### config.mk
export PLATFORM = sky130hd
export DESIGN_NAME = bus_decode_stage
export DESIGN_NICKNAME = d
export VERILOG_FILES = /design/src/rtl/soc_pkg.sv /design/src/rtl/bus_decode_stage.sv
export SDC_FILE = /design/constraint.sdc
export NUM_CORES = 1
export LEC_CHECK = 0
export ABC_CLOCK_PERIOD_IN_PS = 800
export BUFFER_PORTS_ARGS = -buffer_cell sky130_fd_sc_hd__buf_2
export CAP_MARGIN = 20
export CELL_PAD_IN_SITES_DETAIL_PLACEMENT = 0
export CELL_PAD_IN_SITES_GLOBAL_PLACEMENT = 1
export CORE_UTILIZATION = 22
export DETAILED_ROUTE_END_ITERATION = 10
export GPL_TIMING_DRIVEN = 0
export MAX_ROUTING_LAYER = met4
export PLACE_DENSITY = 0.75
export SLEW_MARGIN = 10
export SYNTH_ARGS = -nofsm -noshare
export SYNTH_HDL_FRONTEND = slang
export SYNTH_SLANG_ARGS = --single-unit
### constraint.sdc
create_clock -name clock -period 0.8 [get_ports clock]
set_clock_uncertainty 0.15 [all_clocks]
set_input_delay 0.12 -clock clock [delete_from_list [all_inputs] [get_ports clock]]
set_output_delay 0.12 -clock clock [all_outputs]
set_load 0.1 [all_outputs]
### src/rtl/soc_pkg.sv
`default_nettype none

package soc_pkg;

	// ====================
	// Bus widths and address map
	// ====================

	localparam int DATA_W = 32;

	// Region field is the top bits of the address
	localparam int REGION_W = 4;

	localparam logic [REGION_W-1:0] REGION_RAM   = 4'h1;
	localparam logic [REGION_W-1:0] REGION_LED   = 4'h4;
	localparam logic [REGION_W-1:0] REGION_TIMER = 4'hA;

	// ====================
	// Target sizes
	// ====================

	localparam int RAM_WORDS = 1024;
	// Word index starts at address bit 2
	localparam int RAM_AW    = 10;

	localparam int LED_W = 10;

	// Timer register select is address bit 2
	localparam logic TIMER_REG_COUNT   = 1'b0;
	localparam logic TIMER_REG_COMPARE = 1'b1;

	// ====================
	// Timing
	// ====================

	// Clock cycles between key samples
	localparam int KEY_TICK = 16;

	// Strobe to ready, one cycle per stage
	localparam int BUS_LATENCY = 3;

	typedef enum logic [1:0] {
		TARGET_RAM,
		TARGET_LED,
		TARGET_TIMER,
		TARGET_NONE
	} target_t;

endpackage

`default_nettype wire

### src/rtl/bus_decode_stage.sv
`default_nettype none

module bus_decode_stage
	import soc_pkg::*;
(
	input  wire logic              clock,
	input  wire logic              i_rst,
	input  wire logic              i_req,
	input  wire logic              i_rw,
	input  wire logic [DATA_W-1:0] i_addr,
	input  wire logic [DATA_W-1:0] i_wdata,
	output logic                   o_req_valid,
	output target_t                o_req_target,
	output logic                   o_req_rw,
	output logic [DATA_W-1:0]      o_req_addr,
	output logic [DATA_W-1:0]      o_req_wdata
);

	logic [REGION_W-1:0] region;
	target_t             target;

	assign region = i_addr[DATA_W-1 -: REGION_W];

	// ====================
	// Region decode
	// ====================

	always_comb
	begin
		case (region)
			REGION_RAM:   target = TARGET_RAM;
			REGION_LED:   target = TARGET_LED;
			REGION_TIMER: target = TARGET_TIMER;
			// Anything else gets the error response
			default:      target = TARGET_NONE;
		endcase
	end

	// Strobe register
	always_ff @(posedge clock)
	begin
		if (i_rst)
		begin
			o_req_valid <= 1'b0;
		end
		else
		begin
			o_req_valid <= i_req;
		end
	end

	// Request fields follow the bus every cycle
	always_ff @(posedge clock)
	begin
		o_req_target <= target;
		o_req_rw     <= i_rw;
		o_req_addr   <= i_addr;
		o_req_wdata  <= i_wdata;
	end

	// Both targets and the response stage steer on this field
	a_target_known: assert property (@(posedge clock) disable iff (i_rst)
		o_req_valid |-> !$isunknown(o_req_target));

endmodule

`default_nettype wire

==> summary.md, run 1 <==
| Metric | Value |
|---|---|
| Status | `finished, violations left` |
| Failing checks | `negative hold slack, negative setup slack` |
| Vias/cell | `3.76` |
| DRT iter0 DRCs | `25` |
| Port bufs | `135` |
| Global placement routability congestion | `0.662` |
| Final min period | `1.13 ns` |
| GR peak layer | `met2` |
| Critical path launch point type | `register` |
| Gate power share | `26.8%` |
| Worst-path clk slew | `0.07 ns` |
| # setup viols final | `70` |
| Crit-path cells | `buf_12` |
| Final hold slack | `-0.199 ns` |
| DRC | `0` |
| Pwr dens | `2170 nW/um^2` |
| Htree depth | `3` |
| Final Hold Vio Count | `4` |
| Row cnt | `28` |
| Drt first pass iters | `2` |
| Ant. Diodes | `0` |
| GRT overflow | `0` |
| Sw Share | `30.7%` |
| Final Slew Violations | `0` |
| First-pass GRT wire length | `between 7 and 8 mm` |
| Initial antenna violation count | `0` |
| Max clock buf depth | `2` |
| Worst min path class | `in -> reg` |
| Antenna viol nets, final | `0` |
| CTS tree | `yes` |
| Worst Setup SP | `o_req_addr[6]` |
| Root Buffer | `clkbuf_8` |
| Mapped Nets | `about 140` |
| Worst-margin pin slew | `0.195 ns` |
| Grt met1 use | `14.6%` |
| Critical Path AT | `about 0.86 ns` |
| DIE AREA | `6720 um^2` |
| Synth top area share | `96.7%` |
| Max-Cap Viols | `0` |
| Crit-path max FO | `1` |
| Critical path type | `reg -> out` |
| Sequential share of power | `38.4%` |
| Slowest-stage cell, CP | `dfxtp_4` |
| I/O pin total | `about 140` |
| Layout Utilization | `71.8%` |
| P_sw | `~2.9 mW` |
| Mean Syn Cell Area | `19.0 um^2` |
| Wire per inst | `approximately 14 um` |
| Grt met2 use | `a little under a third` |
| Total wire length | `approximately 5.1 mm` |
| Leakage | `1.92 nW` |
| Clock Power Share | `34.7%` |
| RSZ-0062 raised after global routing | `true` |
| Core Box Area | `6060 um^2` |
| Warnings, synthesis | `0` |
| Initial Util | `23.2%` |
| Setup ws final | `-0.327 ns` |
| Cells after Synth | `74` |
| Worst setup EP type | `primary output` |
| CTS Buf Count | `9` |
| P_int | `6.54 mW` |
| Pwr Total | `9.43 mW` |
| Most area-hungry cell type in the Yosys netlist | `dfxtp_1` |
| # clock sinks | `68` |
| Sequential area share after synthesis | `96.7%` |
| Met3 Use GR | `a little under a tenth` |
| Via count | `1376` |
| Hold Path Origin | `i_addr[30]` |
| Largest net degree at the start of global routing | `12` |
| Place WS | `-0.225 ns` |
| Buf+Inv Stages, Crit Path | `1` |
| Count of distinct cell types in the synthesized netlist | `7` |
| Area growth from synthesis to layout | `209%` |
| CP required | `0.53 ns` |
| Dominant cells by area after synthesis | `dfxtp_1, and4bb_2, nor4b_1` |
| Die Span X | `82.0 um` |
| Synthesized cell area | `about 1400 um^2` |
| Post-layout nets | `354` |
| Fmax | `887 MHz` |
| Layout cell share with drive strength beyond 1 | `74.9%` |
| Max transition margin | `slightly below 90%` |
| VDD IR max | `approximately 0.0017 V` |
| CP max stage delay | `0.36 ns` |
| Largest delay share family, worst path | `flip-flops` |
| Fin crit share | `141%` |
| Vias in the first global route | `1547` |
| Die height | `82.0 um` |
| GRT Total Usage | `17.2%` |
| Yosys reg bits | `between 60 and 70` |
[placed cells by master, fill, tap and decap left out]
cell            synthesis  routed
buf_2                   0      67
clkinv_1                0       2
and4bb_2                1       1
nor2b_1                 1       1
nor4b_2                 0       1
nor2_1                  1       1
clkinv_2                0       1
clkbuf_1                0       1
dlygate4sd3_1           0      64
or3_1                   1       1
dlymetal6s2s_1          0       1
xnor2_1                 1       1
dfxtp_4                 0      67
dfxtp_2                 0       1
buf_12                  0      68
bufinv_16               0       3
dlymetal6s4s_1          0       1
clkbuf_8                0       9
[final timing paths]
check              to  slack [ns]  cells after the start
max     o_req_addr[6]       -0.33                      1
min    o_req_addr[30]       -0.20                      1
[logic make-up after synthesis]
family | share of synthesized area [%]
xor gates and xnor gates | 0.622
DFF | 96.7
and+or+nand+nor | 2.67
[sequential cells by signal, summed over array words and instances, names as in the netlist]
name	cells
o_req_addr	32
o_req_wdata	32
o_req_target	2
o_req_rw	1
o_req_valid	1
[power by group through the flow]
stage	Combinational [mW]	Clock [mW]	Sequential [mW]
5_1_grt	2.59	3.57	3.65
4_1_cts	2.52	3.38	3.62
2_1_floorplan	0.0119	0	4.95
3_5_place_dp	1.70	0	3.59
6_report	2.53	3.28	3.63
3_3_place_gp	1.69	0	3.58
[cells in the mapped netlist, drive strengths merged]
cell / n
dfxtp: 68
and4bb: 1
nor2: 1
nor2b: 1
nor4b: 1
or3: 1
xnor2: 1
[routing by layer]
layer  vias to the layer above  part of all wire [%]
met4                         0                   1.6
met5                         -                     0
met1                       626                    31
met3                         8                    11
met2                        87                    57
li1                        655                     -
[layout make-up]
| class | instances | area (um^2) |
|---|---|---|
| Clock inverter | 6 | 103 |
| Fill cell | 413 | 1710 |
| Tap cell | 75 | 93.8 |
| Multi-Input combinational cell | 6 | 52.6 |
| Timing Repair Buffer | 201 | 2360 |
| Clock buffer | 10 | 128 |
| Sequential cell | 68 | 1610 |
[stage by stage]
stage | cell area [um^2] | hold slack, ns | cells | setup TNS (ns)
global route | 4350 | -0.215 | 366 | -25.13
CTS | 4350 | -0.0182 | 367 | -23.64
finish | 4350 | -0.199 | 366 | -22.20
detailed placement | 2430 | 0.0733 | 284 | -13.43
floorplan | 1660 | -0.00231 | 74 | -0.0958
global placement | 2430 | 0.0716 | 284 | -13.34
[timing repair]
| item | CTS | global route |
|---|---|---|
| pin swaps | 0 | 1 |
| endpoints found under the hold margin | 68 | 6 |
| resized for setup | 272 | 4 |
| setup buffers | 0 | 0 |
| endpoints found under the setup margin | 68 | 71 |
| hold buffers | 67 | 2 |
No activity file was read; power rests on OpenSTA's default activity.
==> run 2: changes to the inputs <==
CELL_PAD_IN_SITES_DETAIL_PLACEMENT = 1   (was 0)
CELL_PAD_IN_SITES_GLOBAL_PLACEMENT = 2   (was 1)
CORE_UTILIZATION = 17   (was 22)
PLACE_DENSITY = 0.74   (was 0.75)
TNS_END_PERCENT = 1   (was not set)
==> run 2 against run 1 <==
  * First-iteration DRC count decreased by 64%
  * The flow still finishes with violations (negative hold slack, negative setup slack)
  * Largest cell class unchanged
  * Critical path depth unchanged
  * Core utilization decreased by 18 points
==> summary.md, run 2 (same netlist as run 1, synthesis figures left out) <==
| Metric | Value |
|---|---|
| Total wire length | `5.78 mm (+13%)` |
| Worst-path clk slew | `0.07 ns (about the same)` |
| Pwr Total | `9.00 mW (-4.6%)` |
| CTS tree | `yes` |
| Setup ws final | `-0.338 ns (-0.0111 ns)` |
| Footprint of the multi-input gates | `52.6 um^2 (unchanged)` |
| Largest regs | `o_req_addr: 32 flops, o_req_wdata: 32 flops, o_req_target: 2 flops` |
| Max clock buf depth | `2 (unchanged)` |
| Area growth from synthesis to layout | `198%` |
| Largest delay share family, worst path | `flip-flops` |
| Worst min path class | `in -> reg` |
| Post-DP HPWL | `3.26 mm` |
| CP max stage delay | `0.36 ns (about the same)` |
| Hold EP | `o_req_addr[28]` |
| Root Buffer | `clkbuf_8` |
| Crit-path cells | `buf_12` |
| Antenna viol nets, final | `0 (unchanged)` |
| Setup TNS | `-21.66 ns (+0.546 ns)` |
| Final hold slack | `-0.0741 ns (+0.125 ns)` |
| Slowest-stage cell, CP | `dfxtp_2` |
| Critical path type | `reg -> out` |
| Critical path launch point type | `register` |
| Fmax | `879 MHz (-0.98%)` |
| Post-DP Area | `2210 um^2 (-9.0%)` |
| Most frequent cells in the layout | `dfxtp_2, buf_12, buf_2` |
| Htree depth | `3 (unchanged)` |
| Port bufs | `135 (unchanged)` |
| Global placement routability congestion | `0.596 (-9.9%)` |
| Initial antenna violation count | `0 (unchanged)` |
| DRC | `0 (unchanged)` |
| Initial Util | `17.9% (-5.3 points)` |
| DIE AREA | `8650 um^2 (+29%)` |
| Cell area after layout | `4190 um^2 (-3.8%)` |
| Worst setup EP type | `primary output` |
| Final min period | `1.14 ns (+0.0111 ns)` |
| Max-Cap Viols | `0 (unchanged)` |
| Vias in the first global route | `1722 (+11%)` |
| Via count | `1400 (+1.7%)` |
| Worst-margin pin slew | `0.197 ns (+0.00253 ns)` |
| Critical Path AT | `0.87 ns (about the same)` |
| Final Hold Vio Count | `3 (-1)` |
| Hold Path Origin | `i_addr[28]` |
| Failing checks | `negative hold slack, negative setup slack` |
| FF/Latch Area | `1450 um^2 (-10%)` |
| Final Slew Violations | `0 (unchanged)` |
| Max transition margin | `86.8% (-0.17 points)` |
| RSZ-0062 raised after global routing | `true` |
| Wire per inst | `14.7 um (+5.0%)` |
| First-pass GRT wire length | `8.80 mm (+15%)` |
| GRT Total Usage | `14.5% (-2.7 points)` |
| Fin crit share | `142% (+1.4 points)` |
| Pwr dens | `2150 nW/um^2 (-0.84%)` |
| Die Span X | `93.0 um (+13%)` |
| Ant. Diodes | `0 (unchanged)` |
| Vias/cell | `3.56 (-5.2%)` |
| Fill cells | `759 (+84%)` |
| Largest net degree at the start of global routing | `11 (-1)` |
| # setup viols final | `69 (-1.4%)` |
| GRT overflow | `0 (unchanged)` |
| Buf+Inv Stages, Crit Path | `1 (unchanged)` |
| Post-layout nets | `355 (+0.28%)` |
| # clock sinks | `68 (unchanged)` |
| Row cnt | `32 (+14%)` |
| WHS Path Cells | `2 (+1)` |
| CP required | `0.53 ns (about the same)` |
| I/O pin total | `136 (unchanged)` |
| Die height | `93.0 um (+13%)` |
| VDD IR max | `0.000863 V (-48%)` |
| CTS Buf Count | `9 (unchanged)` |
| DRT iter0 DRCs | `9 (-64%)` |
| Core Box Area | `7850 um^2 (+29%)` |
| Status | `finished, violations left` |
| Crit-path max FO | `1 (unchanged)` |
| Layout cell share with drive strength beyond 1 | `74.6% (-0.34 points)` |
| Leakage | `1.90 nW (-1.2%)` |
| Drt first pass iters | `3 (+1)` |
## run 2: cell count changes in the layout (fill, tap and decap cells not counted), sizes merged
cell / delta
bufinv: -2
dlygate4sd3: -1
dlymetal6s2s: +1
dlymetal6s4s: +1
clkbuf: +3
clkinv: -2
## run 2: where the power goes
part,switching [mW],internal (mW)
clock network,1.17,1.51
registers,0.153,3.61
logic,1.53,1.02
## run 2: per-layer routing
layer	GRT usage [%]	vias up	routed length, um
met3	4.55	13	412
met4	6.54	0	133
li1	-	657	-
met1	12.4	641	1890
met2	28.3	89	3350
met5	-	-	0
## run 2: final cells by class
class	instances	area share [%]
repair buffers	202	56.8
clock inverters	2	0.837
clock buffers	13	3.56
multi-input cells	6	1.25
well taps	102	3.05
flip-flops and latches	68	34.5
## run 2: worst max path at each step
stage / endpoint / depth (start not counted) / slack [ns] / start
after floorplan: o_req_addr[10] / 0 / -0.38 / o_req_addr[10]
after global placement: o_req_addr[25] / 1 / -0.22 / o_req_addr[25]
after detailed placement: o_req_wdata[18] / 1 / -0.21 / o_req_wdata[18]
after CTS: o_req_wdata[29] / 1 / -0.35 / o_req_wdata[29]
after global routing: o_req_addr[24] / 1 / -0.38 / o_req_addr[24]
final: o_req_addr[24] / 1 / -0.34 / o_req_addr[24]
## run 2: what timing repair did
action,CTS,global route
endpoints found under the hold margin,68,4
pin swaps,0,3
gates cloned,0,0
setup endpoints to repair,68,71
hold buffers,66,1
resized for setup,339,7
buffers inserted,0,0
## run 2: per-stage QoR
stage | util (%) | setup WS, ns | cells | hold WS, ns
after floorplan | - | -0.379 | 74 | -0.00228
after detailed placement | 28.2 | -0.209 | 311 | 0.0743
after CTS | 53.0 | -0.350 | 392 | -0.223
after global routing | 53.4 | -0.378 | 393 | -0.0655
final | 53.4 | -0.338 | 393 | -0.0741
after global placement | 28.2 | -0.224 | 311 | 0.0724
==> run 3: changes to the inputs <==
CELL_PAD_IN_SITES_GLOBAL_PLACEMENT = 1   (was 2)
CORE_UTILIZATION = 22   (was 17)
PLACE_DENSITY = 0.75   (was 0.74)
==> run 3 against run 2 <==
  * The run still ends with negative hold slack, negative setup slack left
  * Critical path depth is 3 higher
  * Die area shrank 22%
  * Via count grew 0.29%
  * Global-route usage grew 5.6 points
  * Non-clock buffer count unchanged
  * Worst hold slack improved by 0.033 ns
  * Worst setup slack worse by 0.020 ns
  * Final cell count is 6.6% lower
  * Sequential power is essentially flat
  * Flip-flop and latch count unchanged
  * Sequential share of layout area is essentially flat
  * Core utilization grew 16 points
  * Largest cell class unchanged
==> summary.md, run 3 (same netlist as run 1, synthesis figures left out) <==
| Metric | Value |
|---|---|
| Worst-margin pin slew | `0.242 ns (+0.0446 ns)` |
| Largest net degree at the start of global routing | `12 (+1)` |
| Htree depth | `3 (unchanged)` |
| Leakage | `1.93 nW (+1.5%)` |
| Max transition margin | `83.8% (-3.0 points)` |
| Critical Path AT | `1.23 ns (+0.36 ns)` |
| DRT iter0 DRCs | `27 (+18)` |
| GRT Total Usage | `20.1% (+5.6 points)` |
| Pwr dens | `2250 nW/um^2 (+4.5%)` |
| RSZ-0062 raised after global routing | `true` |
| Met2 WL | `4.10 mm (+22%)` |
| Vias in the first global route | `1694 (-1.6%)` |
| Layout cell share with drive strength beyond 1 | `75.3% (+0.77 points)` |
| Fin crit share | `145% (+2.5 points)` |
| DRC | `0 (unchanged)` |
| Top Metal Used | `met4` |
| Die Span X | `82.0 um (-12%)` |
| Post-layout nets | `355 (unchanged)` |
| Die height | `82.0 um (-12%)` |
| Antenna viol nets, final | `0 (unchanged)` |
| CP required | `0.87 ns (+0.34 ns)` |
| Fmax | `863 MHz (-1.7%)` |
| I/O pin total | `136 (unchanged)` |
| Worst setup EP type | `register` |
| Final min period | `1.16 ns (+0.0199 ns)` |
| Status | `finished, violations left` |
| Setup ws final | `-0.358 ns (-0.0199 ns)` |
| # clock sinks | `68 (unchanged)` |
| CTS tree | `yes` |
| Failing checks | `negative hold slack, negative setup slack` |
| Critical path launch point type | `primary input` |
| Final hold slack | `-0.0412 ns (+0.0329 ns)` |
| Place WS | `-0.241 ns (-0.0322 ns)` |
| Vias/cell | `3.83 (+7.4%)` |
| Row cnt | `28 (-13%)` |
| Critical path type | `in -> reg` |
| M1 WL | `1.71 mm (-9.6%)` |
| CTS Buf Count | `9 (unchanged)` |
| Post-DP HPWL | `2.87 mm (-12%)` |
| VDD IR max | `0.00142 V (+65%)` |
| Crit-path max FO | `3 (+2)` |
| Pwr Total | `9.41 mW (+4.5%)` |
| Most frequent cells in the layout | `dfxtp_2, buf_12, buf_2` |
| # setup viols final | `69 (unchanged)` |
| GRT overflow | `0 (unchanged)` |
| Hold Path Origin | `i_addr[28]` |
| Max clock buf depth | `2 (unchanged)` |
| Cell area after layout | `4190 um^2 (about the same)` |
| Ant. Diodes | `0 (unchanged)` |
| Final Hold Vio Count | `4 (+1)` |
| Worst-path clk slew | `0.07 ns (about the same)` |
| DIE AREA | `6720 um^2 (-22%)` |
| Final Slew Violations | `0 (unchanged)` |
| Via count | `1404 (+0.29%)` |
| Total wire length | `6.33 mm (+9.5%)` |
| Area growth from synthesis to layout | `198% (about the same)` |
| Largest regs | `o_req_addr: 32 flops, o_req_wdata: 32 flops, o_req_target: 2 flops` |
| Wire per inst | `17.3 um (+17%)` |
| First-pass GRT wire length | `8.80 mm (about the same)` |
| WHS Path Cells | `2 (unchanged)` |
| Max-Cap Viols | `0 (unchanged)` |
| Initial Util | `23.2% (+5.3 points)` |
| Core Box Area | `6060 um^2 (-23%)` |
| Port bufs | `135 (unchanged)` |
| Worst min path class | `in -> reg` |
| Met3 wire length | `399 um (-3.2%)` |
| Drt first pass iters | `4 (+1)` |
| Global placement routability congestion | `0.607 (+1.8%)` |
| Hold EP | `o_req_addr[28]` |
| Post-CTS Setup Repair Bufs | `0 (unchanged)` |
| Initial antenna violation count | `0 (unchanged)` |
| Post-DP Area | `2180 um^2 (-1.5%)` |
| Root Buffer | `clkbuf_8` |
==> run 3: changes by cell type in the layout (fill, tap and decap cells not counted), sizes merged <==
cell          change
clkinv            +2
clkbuf            -2
dlymetal6s4s      +1
bufinv            +1
dlygate4sd3       -1
==> run 3: where the power goes <==
| group | internal [mW] | switching [mW] | leakage [nW] | total, mW |
|---|---|---|---|---|
| clock | 1.83 | 1.25 | 0.113 | 3.08 |
| sequential | 3.61 | 0.161 | 0.573 | 3.77 |
| combinational | 1.02 | 1.54 | 1.24 | 2.56 |
==> run 3: worst max path at each step <==
stage / from / endpoint / slack (ns) / cells past startpoint
after floorplan: o_req_addr[10] / o_req_addr[10] / -0.38 / 0
after global placement: o_req_addr[5] / o_req_addr[5] / -0.24 / 1
after detailed placement: o_req_addr[5] / o_req_addr[5] / -0.24 / 1
after CTS: o_req_addr[5] / o_req_addr[5] / -0.37 / 1
after global routing: i_addr[30] / o_req_target[0] / -0.43 / 4
final: i_addr[30] / o_req_target[0] / -0.36 / 4
==> run 3: final cells by class <==
type | instances | area [um^2]
Multi-Input combinational cell | 6 | 52.6
Sequential cell | 68 | 1450
Timing Repair Buffer | 202 | 2380
Clock inverter | 5 | 75.1
Tap cell | 75 | 93.8
Fill cell | 548 | 1870
Clock buffer | 11 | 141
==> run 3: critical path, stage by stage <==
cell,delay [ns]
buf_2,0.12
dlygate4sd3_1,0.60
nor4b_2,0.32
nor2_1,0.07
==> run 3: timing repair <==
action | in CTS | in global routing
endpoints found under the hold margin | 68 | 5
gates resized for setup | 339 | 8
endpoints found under the setup margin | 68 | 71
hold buffers | 67 | 1
pin swaps | 0 | 2
==> run 3: layer usage <==
metal  GRT usage [%]  up-vias
met5               -        -
met4            8.42        0
met3            6.11       12
met2            43.3       78
met1            14.1      657
li1                -      657
==> run 3: per-stage QoR <==
step                      hold WS [ns]  setup TNS, ns  instances  util [%]
after floorplan               -0.00228         -25.49         74         -
after global placement          0.0721         -11.86        284      35.9
after detailed placement        0.0743         -12.21        284      35.9
after CTS                      -0.0157         -23.54        367      68.8
after global routing           -0.0487         -24.55        367      69.1
final                          -0.0412         -22.32        367      69.1
